==> config.mk <==
export PLATFORM = sky130hd
export DESIGN_NAME = rv_core
export DESIGN_NICKNAME = d
export VERILOG_FILES = /design/src/verilog/rv_pkg.sv /design/src/verilog/rv_core.sv /design/src/verilog/rv_load_store_unit.sv /design/src/verilog/rv_regfile.sv /design/src/verilog/rv_decoder.sv
export VERILOG_INCLUDE_DIRS = /design/src /design/src/verilog
export SDC_FILE = /design/constraint.sdc
export NUM_CORES = 2
export LEC_CHECK = 0
export BUFFER_PORTS_ARGS = -buffer_cell sky130_fd_sc_hd__buf_2
export CELL_PAD_IN_SITES_DETAIL_PLACEMENT = 1
export CELL_PAD_IN_SITES_GLOBAL_PLACEMENT = 1
export CORE_UTILIZATION = 55
export CTS_BUF_LIST = sky130_fd_sc_hd__clkbuf_4
export CTS_CLUSTER_SIZE = 12
export DETAILED_ROUTE_END_ITERATION = 8
export PLACE_DENSITY_LB_ADDON = 0.1
export SKIP_LAST_GASP = 1
export SLEW_MARGIN = 20
export SYNTH_ARGS = -nofsm -noshare
export SYNTH_HDL_FRONTEND = slang
export SYNTH_SLANG_ARGS = --single-unit
==> constraint.sdc <==
create_clock -name clk -period 23.7 [get_ports clk]
set_input_delay 2.37 -clock clk [delete_from_list [all_inputs] [get_ports clk]]
set_output_delay 2.37 -clock clk [all_outputs]
set_load 0.005 [all_outputs]
==> src/verilog/rv_core_macros.svh <==
`ifndef RV_CORE_MACROS_SVH
`define RV_CORE_MACROS_SVH

// datapath and address width
`define XLEN 32

// first fetch address after reset
`define RESET_PC 32'h8000_0000

// integer register file
`define NUM_REGS 32
`define REG_ADDR_W 5

`endif
==> src/verilog/rv_pkg.sv <==
package rv_pkg;

`include "rv_core_macros.svh"

  // major opcodes of the supported subset
  typedef enum logic [6:0] {
    op_load   = 7'b000_0011,
    op_imm    = 7'b001_0011,
    op_auipc  = 7'b001_0111,
    op_store  = 7'b010_0011,
    op_lui    = 7'b011_0111,
    op_jalr   = 7'b110_0111,
    op_jal    = 7'b110_1111,
    op_system = 7'b111_0011
  } opcode_e;

  // funct3 of loads and stores
  typedef enum logic [2:0] {
    size_byte   = 3'b000,
    size_half   = 3'b001,
    size_word   = 3'b010,
    size_byte_u = 3'b100,
    size_half_u = 3'b101
  } mem_size_e;

  // writeback source
  typedef enum logic [1:0] {
    wb_adder = 2'd0,
    wb_link  = 2'd1,  // pc + 4
    wb_load  = 2'd2
  } wb_sel_e;

  // load-store unit handshake FSM
  typedef enum logic [1:0] {
    lsu_idle,
    lsu_req,
    lsu_wait_ack_low
  } lsu_state_e;

  typedef struct packed {
    logic                   reg_write;
    logic                   mem_read;
    logic                   mem_write;
    mem_size_e              mem_size;
    wb_sel_e                wb_sel;
    logic                   use_pc;  // adder operand a is pc
    logic                   jump;
    logic                   halt;
    logic [`REG_ADDR_W-1:0] rd;
    logic [`REG_ADDR_W-1:0] rs1;
    logic [`REG_ADDR_W-1:0] rs2;
  } ctrl_t;

  typedef struct packed {
    logic [`XLEN-1:0] addr;
    logic [`XLEN-1:0] wdata;
    logic [3:0]       wmask;
    logic             write;
  } dmem_req_t;

endpackage

==> src/verilog/rv_core.sv <==
`timescale 1ns/1ps

`include "rv_core_macros.svh"

module rv_core (
  input  logic              clk,
  input  logic              arst_n,
  input  logic [`XLEN-1:0]  inst,
  output logic [`XLEN-1:0]  pc,
  output rv_pkg::dmem_req_t dmem_req,
  output logic              dmem_req_valid,
  input  logic              dmem_ack,
  input  logic [`XLEN-1:0]  dmem_rdata,
  output logic              halt
);
  import rv_pkg::*;

  ctrl_t            ctrl;
  logic [`XLEN-1:0] imm;
  logic [`XLEN-1:0] rs1_data;
  logic [`XLEN-1:0] rs2_data;
  logic [`XLEN-1:0] op_a;
  logic [`XLEN-1:0] sum;
  logic [`XLEN-1:0] jump_target;
  logic [`XLEN-1:0] pc_plus4;
  logic [`XLEN-1:0] next_pc;
  logic [`XLEN-1:0] wb_data;
  logic [`XLEN-1:0] load_data;
  logic             is_mem;
  logic             lsu_start;
  logic             lsu_done;
  logic             retire;
  logic             reg_we;

  rv_decoder u_decoder (
    .inst (inst),
    .ctrl (ctrl),
    .imm  (imm)
  );

  rv_regfile u_regfile (
    .clk      (clk),
    .arst_n   (arst_n),
    .we       (reg_we),
    .waddr    (ctrl.rd),
    .wdata    (wb_data),
    .rs1_addr (ctrl.rs1),
    .rs2_addr (ctrl.rs2),
    .rs1_data (rs1_data),
    .rs2_data (rs2_data)
  );

  // shared adder for addresses, jump targets and arithmetic
  assign op_a        = ctrl.use_pc ? pc : rs1_data;
  assign sum         = op_a + imm;
  assign jump_target = ctrl.use_pc ? sum : {sum[`XLEN-1:1], 1'b0};  // jalr clears bit 0
  assign pc_plus4    = pc + 32'd4;
  assign next_pc     = ctrl.jump ? jump_target : pc_plus4;

  assign is_mem    = ctrl.mem_read || ctrl.mem_write;
  assign lsu_start = is_mem && !halt;

  rv_load_store_unit u_lsu (
    .clk            (clk),
    .arst_n         (arst_n),
    .start          (lsu_start),
    .ctrl           (ctrl),
    .addr           (sum),
    .store_data     (rs2_data),
    .dmem_req       (dmem_req),
    .dmem_req_valid (dmem_req_valid),
    .dmem_ack       (dmem_ack),
    .dmem_rdata     (dmem_rdata),
    .load_data      (load_data),
    .done           (lsu_done)
  );

  // memory ops wait for the handshake and ebreak never retires
  assign retire = !halt && !ctrl.halt && (!is_mem || lsu_done);
  assign reg_we = ctrl.reg_write && retire;

  always_comb begin
    case (ctrl.wb_sel)
      wb_link: wb_data = pc_plus4;
      wb_load: wb_data = load_data;
      default: wb_data = sum;
    endcase
  end

  always_ff @(posedge clk or negedge arst_n) begin
    if (!arst_n) begin
      pc <= `RESET_PC;
    end else if (retire) begin
      pc <= next_pc;
    end
  end

  always_ff @(posedge clk or negedge arst_n) begin
    if (!arst_n) begin
      halt <= 1'b0;
    end else if (ctrl.halt) begin
      halt <= 1'b1;  // sticky until reset
    end
  end

endmodule

==> src/verilog/rv_load_store_unit.sv <==
`timescale 1ns/1ps

`include "rv_core_macros.svh"

module rv_load_store_unit (
  input  logic              clk,
  input  logic              arst_n,
  input  logic              start,
  input  rv_pkg::ctrl_t     ctrl,
  input  logic [`XLEN-1:0]  addr,
  input  logic [`XLEN-1:0]  store_data,
  output rv_pkg::dmem_req_t dmem_req,
  output logic              dmem_req_valid,
  input  logic              dmem_ack,
  input  logic [`XLEN-1:0]  dmem_rdata,
  output logic [`XLEN-1:0]  load_data,
  output logic              done
);
  import rv_pkg::*;

  lsu_state_e       state_q;
  lsu_state_e       state_d;
  dmem_req_t        req_d;
  dmem_req_t        req_q;
  mem_size_e        size_q;
  logic [`XLEN-1:0] rdata_q;
  logic [1:0]       lane;
  logic [3:0]       lane_mask;
  logic [7:0]       byte_sel;
  logic [15:0]      half_sel;

  assign lane = addr[1:0];

  // byte enables for naturally aligned accesses
  always_comb begin
    case (ctrl.mem_size)
      size_byte, size_byte_u: lane_mask = 4'b0001 << lane;
      size_half, size_half_u: lane_mask = 4'b0011 << lane;
      default:                lane_mask = 4'b1111;
    endcase
  end

  always_comb begin
    req_d.addr  = addr;
    req_d.wdata = store_data << {lane, 3'b000};  // move into its lane
    req_d.wmask = ctrl.mem_write ? lane_mask : 4'b0000;
    req_d.write = ctrl.mem_write;
  end

  // four-phase handshake
  always_comb begin
    state_d = state_q;
    case (state_q)
      lsu_idle: begin
        if (start) begin
          state_d = lsu_req;
        end
      end
      lsu_req: begin
        if (dmem_ack) begin
          state_d = lsu_wait_ack_low;  // req drops next cycle
        end
      end
      lsu_wait_ack_low: begin
        if (!dmem_ack) begin
          state_d = lsu_idle;
        end
      end
      default: state_d = lsu_idle;
    endcase
  end

  always_ff @(posedge clk or negedge arst_n) begin
    if (!arst_n) begin
      state_q <= lsu_idle;
    end else begin
      state_q <= state_d;
    end
  end

  // request fields held stable for the whole access
  always_ff @(posedge clk) begin
    if (state_q == lsu_idle && start) begin
      req_q  <= req_d;
      size_q <= ctrl.mem_size;
    end
    if (state_q == lsu_req && dmem_ack) begin
      rdata_q <= dmem_rdata;  // valid while ack is high
    end
  end

  assign dmem_req       = req_q;
  assign dmem_req_valid = (state_q == lsu_req);
  assign done           = (state_q == lsu_wait_ack_low) && !dmem_ack;

  // pick the addressed byte or halfword
  assign byte_sel = rdata_q[{req_q.addr[1:0], 3'b000} +: 8];
  assign half_sel = rdata_q[{req_q.addr[1], 4'b0000} +: 16];

  always_comb begin
    case (size_q)
      size_byte:   load_data = {{24{byte_sel[7]}}, byte_sel};
      size_half:   load_data = {{16{half_sel[15]}}, half_sel};
      size_byte_u: load_data = {24'h00_0000, byte_sel};
      size_half_u: load_data = {16'h0000, half_sel};
      default:     load_data = rdata_q;  // lw
    endcase
  end

endmodule

==> src/verilog/rv_regfile.sv <==
`timescale 1ns/1ps

`include "rv_core_macros.svh"

module rv_regfile (
  input  logic                   clk,
  input  logic                   arst_n,
  input  logic                   we,
  input  logic [`REG_ADDR_W-1:0] waddr,
  input  logic [`XLEN-1:0]       wdata,
  input  logic [`REG_ADDR_W-1:0] rs1_addr,
  input  logic [`REG_ADDR_W-1:0] rs2_addr,
  output logic [`XLEN-1:0]       rs1_data,
  output logic [`XLEN-1:0]       rs2_data
);

  logic [`XLEN-1:0] regs [`NUM_REGS];

  always_ff @(posedge clk or negedge arst_n) begin
    if (!arst_n) begin
      for (int i = 0; i < `NUM_REGS; i++) begin
        regs[i] <= '0;
      end
    end else if (we && (waddr != '0)) begin  // x0 never written
      regs[waddr] <= wdata;
    end
  end

  // asynchronous read ports
  assign rs1_data = (rs1_addr == '0) ? '0 : regs[rs1_addr];
  assign rs2_data = (rs2_addr == '0) ? '0 : regs[rs2_addr];

endmodule

==> src/verilog/rv_decoder.sv <==
`timescale 1ns/1ps

`include "rv_core_macros.svh"

module rv_decoder (
  input  logic [`XLEN-1:0] inst,
  output rv_pkg::ctrl_t    ctrl,
  output logic [`XLEN-1:0] imm
);
  import rv_pkg::*;

  opcode_e          opcode;
  logic [2:0]       funct3;
  logic [`XLEN-1:0] imm_i;
  logic [`XLEN-1:0] imm_s;
  logic [`XLEN-1:0] imm_u;
  logic [`XLEN-1:0] imm_j;

  assign opcode = opcode_e'(inst[6:0]);
  assign funct3 = inst[14:12];

  // sign-extended immediates per format
  assign imm_i = {{20{inst[31]}}, inst[31:20]};
  assign imm_s = {{20{inst[31]}}, inst[31:25], inst[11:7]};
  assign imm_u = {inst[31:12], 12'h000};  // already shifted
  assign imm_j = {{12{inst[31]}}, inst[19:12], inst[20], inst[30:21], 1'b0};

  always_comb begin
    ctrl          = '0;
    ctrl.mem_size = mem_size_e'(funct3);
    ctrl.wb_sel   = wb_adder;
    ctrl.rd       = inst[11:7];
    ctrl.rs1      = inst[19:15];
    ctrl.rs2      = inst[24:20];
    imm           = imm_i;

    case (opcode)
      op_imm: begin
        if (funct3 == 3'b000) begin  // addi only
          ctrl.reg_write = 1'b1;
        end
      end
      op_lui: begin
        ctrl.reg_write = 1'b1;
        ctrl.rs1       = '0;  // x0 makes the adder pass imm
        imm            = imm_u;
      end
      op_auipc: begin
        ctrl.reg_write = 1'b1;
        ctrl.use_pc    = 1'b1;
        imm            = imm_u;
      end
      op_jal: begin
        ctrl.reg_write = 1'b1;
        ctrl.use_pc    = 1'b1;
        ctrl.jump      = 1'b1;
        ctrl.wb_sel    = wb_link;
        imm            = imm_j;
      end
      op_jalr: begin
        if (funct3 == 3'b000) begin
          ctrl.reg_write = 1'b1;
          ctrl.jump      = 1'b1;
          ctrl.wb_sel    = wb_link;
        end
      end
      op_load: begin
        // lb lh lw lbu lhu
        if (funct3 inside {3'b000, 3'b001, 3'b010, 3'b100, 3'b101}) begin
          ctrl.reg_write = 1'b1;
          ctrl.mem_read  = 1'b1;
          ctrl.wb_sel    = wb_load;
        end
      end
      op_store: begin
        imm = imm_s;
        if (funct3 inside {3'b000, 3'b001, 3'b010}) begin  // sb sh sw
          ctrl.mem_write = 1'b1;
        end
      end
      op_system: begin
        if (inst == 32'h0010_0073) begin  // ebreak
          ctrl.halt = 1'b1;
        end
      end
      default: begin
        // illegal opcode retires as a no-op
      end
    endcase
  end

endmodule

=== Yosys cells after proc, flatten, opt, wreduce, memory -nomap -nowiden ===
Cells that the tools add are included.

* Add/subtract/negate cells: 2
* $lt $le $gt $ge: 4
* Equal/unequal tests: 23
* Shifts and indexed selects: 5
* Mux-type cells: 36
* Bitwise logic cells: 3
* Reduce and logical (&&, ||, !) cells: 30

{| class="wikitable"
|+ Operators with widths
! cell !! number
|-
| 1024-bit bitwise mux || 1
|-
| 32-bit binary-select mux with 5-bit select || 2
|-
| 32-bit two-way mux || 9
|-
| 32-bit demux with 5-bit select || 1
|-
| 32-bit one-hot mux with 4 select lines || 1
|-
| 31-bit one-hot mux with 3 select lines || 1
|-
| 32-bit one-hot mux with 2 select lines || 1
|-
| 32-bit by 3-bit adder with 32-bit output, second input constant || 1
|-
| 32-bit adder || 1
|-
| 32-bit by 21-bit == test with 1-bit output, second input constant || 1
|-
| 32-bit by 6-bit variable part select with 16-bit output || 1
|-
| 32-bit by 6-bit variable part select with 8-bit output || 1
|-
| 32-bit by 5-bit << shifter with 32-bit output || 1
|-
| 7-bit == test, second input constant || 3
|-
| 6-bit >= comparator, second input constant || 3
|-
| 5-bit inverter with 6-bit output || 3
|-
| 7-bit by 5-bit == test with 1-bit output, second input constant || 2
|-
| 7-bit by 6-bit == test with 1-bit output, second input constant || 2
|-
| 3-bit == test, second input constant || 4
|-
| 2-bit one-hot mux with 3 select lines || 2
|-
| 5-bit zero test || 2
|-
| 2-bit two-way mux || 5
|-
| 5-bit nonzero test || 2
|-
| 2-bit OR reduction || 5
|-
| 23 further kinds || 48
|}

* Bits in registers: 1163
* Bits of input ports: 67
* Output and inout port bits: 103
* Word-level logic and storage cells: 144

=== Longest topological paths before layout ===
* Word-level depth: 11
* Mapped depth: 25
* Depth with buffers taken out: 20

=== Hierarchy ===
A second synthesis with hierarchy kept.

* Cells, all modules: 4718
* Area total of the unflattened synthesis: 64662.0 um^2

{| class="wikitable"
|+ Modules (own cells, without submodules)
! module !! times used !! cells an instance !! area an instance (um^2) !! seq. area each (um^2)
|-
| rv_regfile || 1 || 3619 || 54382.2 || 25624.6
|-
| rv_core || 1 || 679 || 5036.1 || 827.0
|-
| rv_load_store_unit || 1 || 325 || 4579.4 || 3173.0
|-
| rv_decoder || 1 || 95 || 664.4 || 0.0
|}

=== Least setup slack after synthesis ===
OpenSTA, ideal clock, no wires.

* Path kind: in2reg
* Start: input inst[2]
* End: register u_lsu.state_q[0]
* Library setup time: 150 ps
* Arrival time: 15236 ps
* Data required time: 23550 ps
* Slack: 8314 ps
* Stages: 6
* Buffers on the path: 0
* Cell sequence: nor3_1 nand4b_1 inv_1 nand3_1 a2111oi_0 o21bai_1

* Word-level cells in the longest chain between the ends: 6
* Elaborated cells between the ends (all ways): 8
* Those cells by class: 3 x eq/ne; 2 x mux; 3 x reduce/logical

{| class="wikitable"
|+ RTL lines
! element !! RTL line !! source
|-
| from (decl) || rv_core.sv:8 || <nowiki>input logic [`XLEN-1:0] inst,</nowiki>
|-
| 7-bit by 2-bit == test with 1-bit output / 7-bit by 6-bit == test with 1-bit output (equally long branches) || rv_decoder.sv:37 || <nowiki>case (opcode)</nowiki>
|-
| 1-bit two-way mux || rv_decoder.sv:37 ||
|-
| 1-bit logical OR * || rv_core.sv:60 || <nowiki>assign is_mem = ctrl.mem_read || ctrl.mem_write;</nowiki>
|-
| 1-bit logical AND * || rv_core.sv:61 || <nowiki>assign lsu_start = is_mem && !halt;</nowiki>
|-
| 2-bit by 1-bit inequality test with 1-bit output (no line) * || - ||
|-
| 3-bit AND reduction (no line) * || - ||
|-
| to (signal assigned) || rv_load_store_unit.sv:75 || <nowiki>state_q <= lsu_idle;</nowiki>
|-
| to (signal assigned) || rv_load_store_unit.sv:77 || <nowiki>state_q <= state_d;</nowiki>
|-
| to (decl) || rv_load_store_unit.sv:21 || <nowiki>lsu_state_e state_q;</nowiki>
|}

Every way passes the cells marked *; elsewhere a longest branch is shown, timed or not.
A chain may end at the register's enable or synchronous reset.

=== Worst setup path after layout ===
* Start: input inst[5]
* End: register u_regfile.regs[407] (netlist bit)

* Word-level cells in the longest chain between the ends: 11
* Elaborated cells between the ends (all ways): 42
* Those cells by class: 1 x add/sub; 11 x eq/ne; 16 x mux; 1 x bitwise; 13 x reduce/logical

{| class="wikitable"
|+ RTL lines
! element !! RTL line !! source
|-
| 7-bit by 6-bit == test with 1-bit output || rv_decoder.sv:37 ||
|-
| 5-bit two-way mux || rv_decoder.sv:37 ||
|-
| 5-bit inverter with 6-bit output (implied by the code) || rv_regfile.sv:30 || <nowiki>assign rs1_data = (rs1_addr == '0) ? '0 : regs[rs1_addr];</nowiki>
|-
| 32-bit binary-select mux with 5-bit select || rv_regfile.sv:30 ||
|-
| 32-bit two-way mux (implied by the code) (2 in series) || rv_regfile.sv:30 ||
|-
| 32-bit two-way mux || rv_regfile.sv:30 ||
|-
| 32-bit two-way mux || rv_core.sv:54 || <nowiki>assign op_a = ctrl.use_pc ? pc : rs1_data;</nowiki>
|-
| 32-bit adder * || rv_core.sv:55 || <nowiki>assign sum = op_a + imm;</nowiki>
|-
| named net jump_target[23] || rv_core.sv:24 || <nowiki>logic [`XLEN-1:0] jump_target;</nowiki>
|-
| 32-bit one-hot mux with 2 select lines * || rv_core.sv:83 || <nowiki>case (ctrl.wb_sel)</nowiki>
|-
| 1024-bit bitwise mux * || rv_regfile.sv:25 || <nowiki>regs[waddr] <= wdata;</nowiki>
|-
| to (signal, indexed assignment) || rv_regfile.sv:25 ||
|-
| to (decl) || rv_regfile.sv:17 || <nowiki>logic [`XLEN-1:0] regs [`NUM_REGS];</nowiki>
|}

Mark *: on every way through the listed nets, which the timed path passes. The rest lies on a longest branch. The select of a mux whose other input is x is not followed.

==> key figures <==
Critical path
  – Crit path capture type: flip-flop
  – CP dominant cell by count: o21ai_0
  – Critical path arrival: 10.43 ns
  – Worst endpoint required time: 24.85 ns
  – CP max-delay cell: nand4bb_1
  – Crit path cell chain: buf_2, nand4bb_1, o21a_4, nor2_4, buf_4, buf_4, a211o_1, o21ai_0, a211oi_1, a21oi_1, o21ai_0, ha_1, a21oi_1, nor2_1, a21oi_1, nand3b_1, a221oi_1, o21ai_0, xor2_1, mux2i_4, o21ai_0
  – CP Max Fanout: 33
  – Setup Crit Path Kind: in -> reg
  – Kind of start point of the critical path: input port
  – Largest stage delay on the critical path: 0.81 ns

CTS
  – CTS resizes: 0
  – Clk sinks: 1,163
  – Root Buffer Master: clkbuf_4
  – Cts hold-fix bufs: 0
  – Clock slew at reported path FFs: 0.07 ns
  – Postcts setup bufs: 0
  – Max H-tree Level: 5
  – Clk Latency, worst-skew pair: 1.38 ns
  – TritonCTS Buffers: 335
  – CTS tree: done
  – Clock Path Buffers: 4

Global route
  – Gr usage total: 48.8%
  – Initial antenna violation count: 15
  – Vias in the first global route: 63,300
  – First-pass GRT wire length: 420,000 um
  – GR Overflow Total: 0
  – Pin count of the biggest net entering global routing: 146

Pwr
  – Static leakage: 29.6 nW
  – Pwr Density: 73.3 nW/um^2
  – Comb power frac: 19.4%
  – Sequential Power Share: 43.5%
  – Clock network fraction of design power: 37.1%
  – Internal power: 3.38 mW
  – Sw Ratio: 34.3%
  – Psw: 1.77 mW
  – Worst vdd rail ir drop: 0.0534 mV
  – Tot Pwr: 5.14 mW

Drt
  – Drt wl/cell: 33.0 um
  – DRC Markers: 5
  – Starting DRT DRC Count: 7,920
  – Via count: 62,200
  – First-pass DRT Iterations: 9
  – Routed Antenna Nets: 0
  – Total Wirelength: 289,000 um
  – Avg Vias per Cell: 7.12

Logic synthesis
  – Share of synthesized registers carrying an async set or reset: 91.1%
  – Post-synthesis cell count: 7,018
  – Mapped Area: 64,400 um^2
  – Post-synthesis compound-gate area fraction: 18.5%
  – Post-synthesis adder-cell area fraction: 0.692%
  – Multiplexer share of the synthesized area: 12.7%
  – Top FF cell, synth: dfrtp_1
  – Largest family of logic cells by synthesized area: compound AO/OA/AOI/OAI gates
  – Mapped Nets: 7,120
  – Top cells by area, synth: dfrtp_1 41%, mux4_2 11%, nand2_1 10%
  – Seq cells post-synth: 1,163
  – Post-Synth XOR/XNOR Area: 0.748%
  – Synth area leader: dfrtp_1
  – Syn Area/Cell: 9.18 um^2
  – EDFF count, synth: 104
  – Seq/Total Area, Yosys: 46.0%
  – Synth cell types: 82
  – Synth top area share: 41.1%
  – Yosys warns: 0
  – Synth top cells by count: 1,723 x nand2_1, 1,058 x dfrtp_1, 1,031 x o21ai_0
  – Most instantiated library cell after synthesis: nand2_1
  – Simple-gate share of the synthesized area: 16.7%

Outcome
  – Status: complete, but fails checks
  – Failing checks: DRC

Placement
  – Worst slack, placed: 13.47 ns
  – Detail Placement HPWL: 176,000 um
  – Gpl congestion: 1.05
  – Port buffer count: 169

STA
  – Slew margin rel.: 14.6%
  – Slew @ Worst Pin: 1.27 ns
  – Final worst slack: 14.42 ns
  – Post-Route Skew: 0.139 ns
  – Final Hold Vio Count: 0
  – Smallest hold slack: 0.380 ns
  – Tcrit/Tclk final: 39.2%
  – Setup tns final: 0 ns
  – Final Critical Period: 9.28 ns
  – Fmax: 0.108 GHz
  – RSZ-0062 raised after global routing: false
  – Max-slew violation count: 0
  – Final setup viols: 0

Floorplanning
  – Top Ports: 170
  – Area of the die: 118,000 um^2
  – Starting Density: 55.4%
  – FP Rows: 125
  – Die height: 344 um
  – Core Box Area: 116,000 um^2
  – Die width: 344 um

Finish
  – Area Overhead vs Synth: 9.00%
  – Final core occ: 60.4%
  – Multi-input gate area: 32,100 um^2
  – Final nets: 7,092
  – Fillers: 13,300
  – Register area: 29,600 um^2
  – Layout cells sized above 1: 17.8%

Hold path
  – Class of the worst hold path: reg -> reg

Job
  – Max Cap Viol: 0
cell type report:
class | instances | area share [%]
Multi-Input combinational cell | 5094 | 45.7
Clock buffer | 491 | 5.25
Sequential cell | 1163 | 42.2
Antenna cell | 10 | 0.0356
Tap cell | 1524 | 2.72
Clock inverter | 57 | 0.504
Timing Repair Buffer | 350 | 3.31
Inverter | 46 | 0.246
metal layers:
layer | global-route usage (%) | share of wire, %
met3 | 17.3 | 13
met2 | 71.6 | 44
met5 | 0.441 | 0.043
met1 | 60.0 | 36
met4 | 34.6 | 7.8
stage by stage:
step	area, um^2	cells
4_1_cts	70100	8723
3_5_place_dp	66100	8175
5_1_grt	70200	8731
6_report	70200	8735
3_3_place_gp	66100	8175
2_1_floorplan	64400	7018
state kept, by name, indices dropped and copies added, names as in the netlist:
register / cells
u_lsu.size_q: 3
halt: 1
u_lsu.rdata_q: 32
u_lsu.state_q: 2
u_lsu.dmem_req: 69
pc: 32
u_regfile.regs: 1024
power groups by stage:
stage	sequential (mW)	combinational, mW	clock (mW)
floorplan	2.21	0.565	0
global placement	2.26	0.937	0
detailed placement	2.27	0.958	0
CTS	2.23	0.964	1.92
global route	2.24	1.04	2.01
finish	2.24	0.997	1.91
logic make-up after synthesis:
family                   count (synthesis)
XOR/XNOR                                55
buffers and inverters                  761
AO/OA/AOI/OAI                         2026
multiplexers                           412
AND/OR/NAND/NOR                       2566
flip-flops                            1163
adder cells (fa/ha/maj)                 35
final timing paths:
| path | cells past startpoint | from | endpoint | slack [ns] |
|---|---|---|---|---|
| max in group asynchronous | 6 | arst_n | u_regfile.regs[831]$_DFFE_PN0P_ | 17.98 |
| max reg2reg | 17 | u_regfile.regs[454]$_DFFE_PN0P_ | u_regfile.regs[407]$_DFFE_PN0P_ | 17.84 |
| min reg2reg | 0 | u_regfile.regs[1011]$_DFFE_PN0P_ | u_regfile.regs[1011]$_DFFE_PN0P_ | 0.38 |
| min in group asynchronous | 1 | arst_n | u_regfile.regs[206]$_DFFE_PN0P_ | 1.12 |
| max | 21 | inst[5] | u_regfile.regs[407]$_DFFE_PN0P_ | 14.42 |
| min | 0 | u_regfile.regs[1011]$_DFFE_PN0P_ | u_regfile.regs[1011]$_DFFE_PN0P_ | 0.38 |
cell usage in the layout (no fill, tap or decap), types with 162 or more instances in the layout:
cell	n
buf_2	162
a21oi_1	191
a211oi_1	167
mux4_2	319
a31oi_1	184
nor2_1	301
clkbuf_4	491
buf_4	176
o21ai_0	1023
nand2_1	1722
nand3_1	188
dfrtp_1	1058
critical path: cells and delay by family:
family,cells,cell delay [ns]
multiplexers,1,0.81
adder cells (fa/ha/maj),1,0.35
XOR/XNOR,1,0.28
buffers and inverters,3,1.40
AO/OA/AOI/OAI,11,3.37
AND/OR/NAND/NOR,4,1.76
Note: power is estimated with default switching activity, not from simulation.
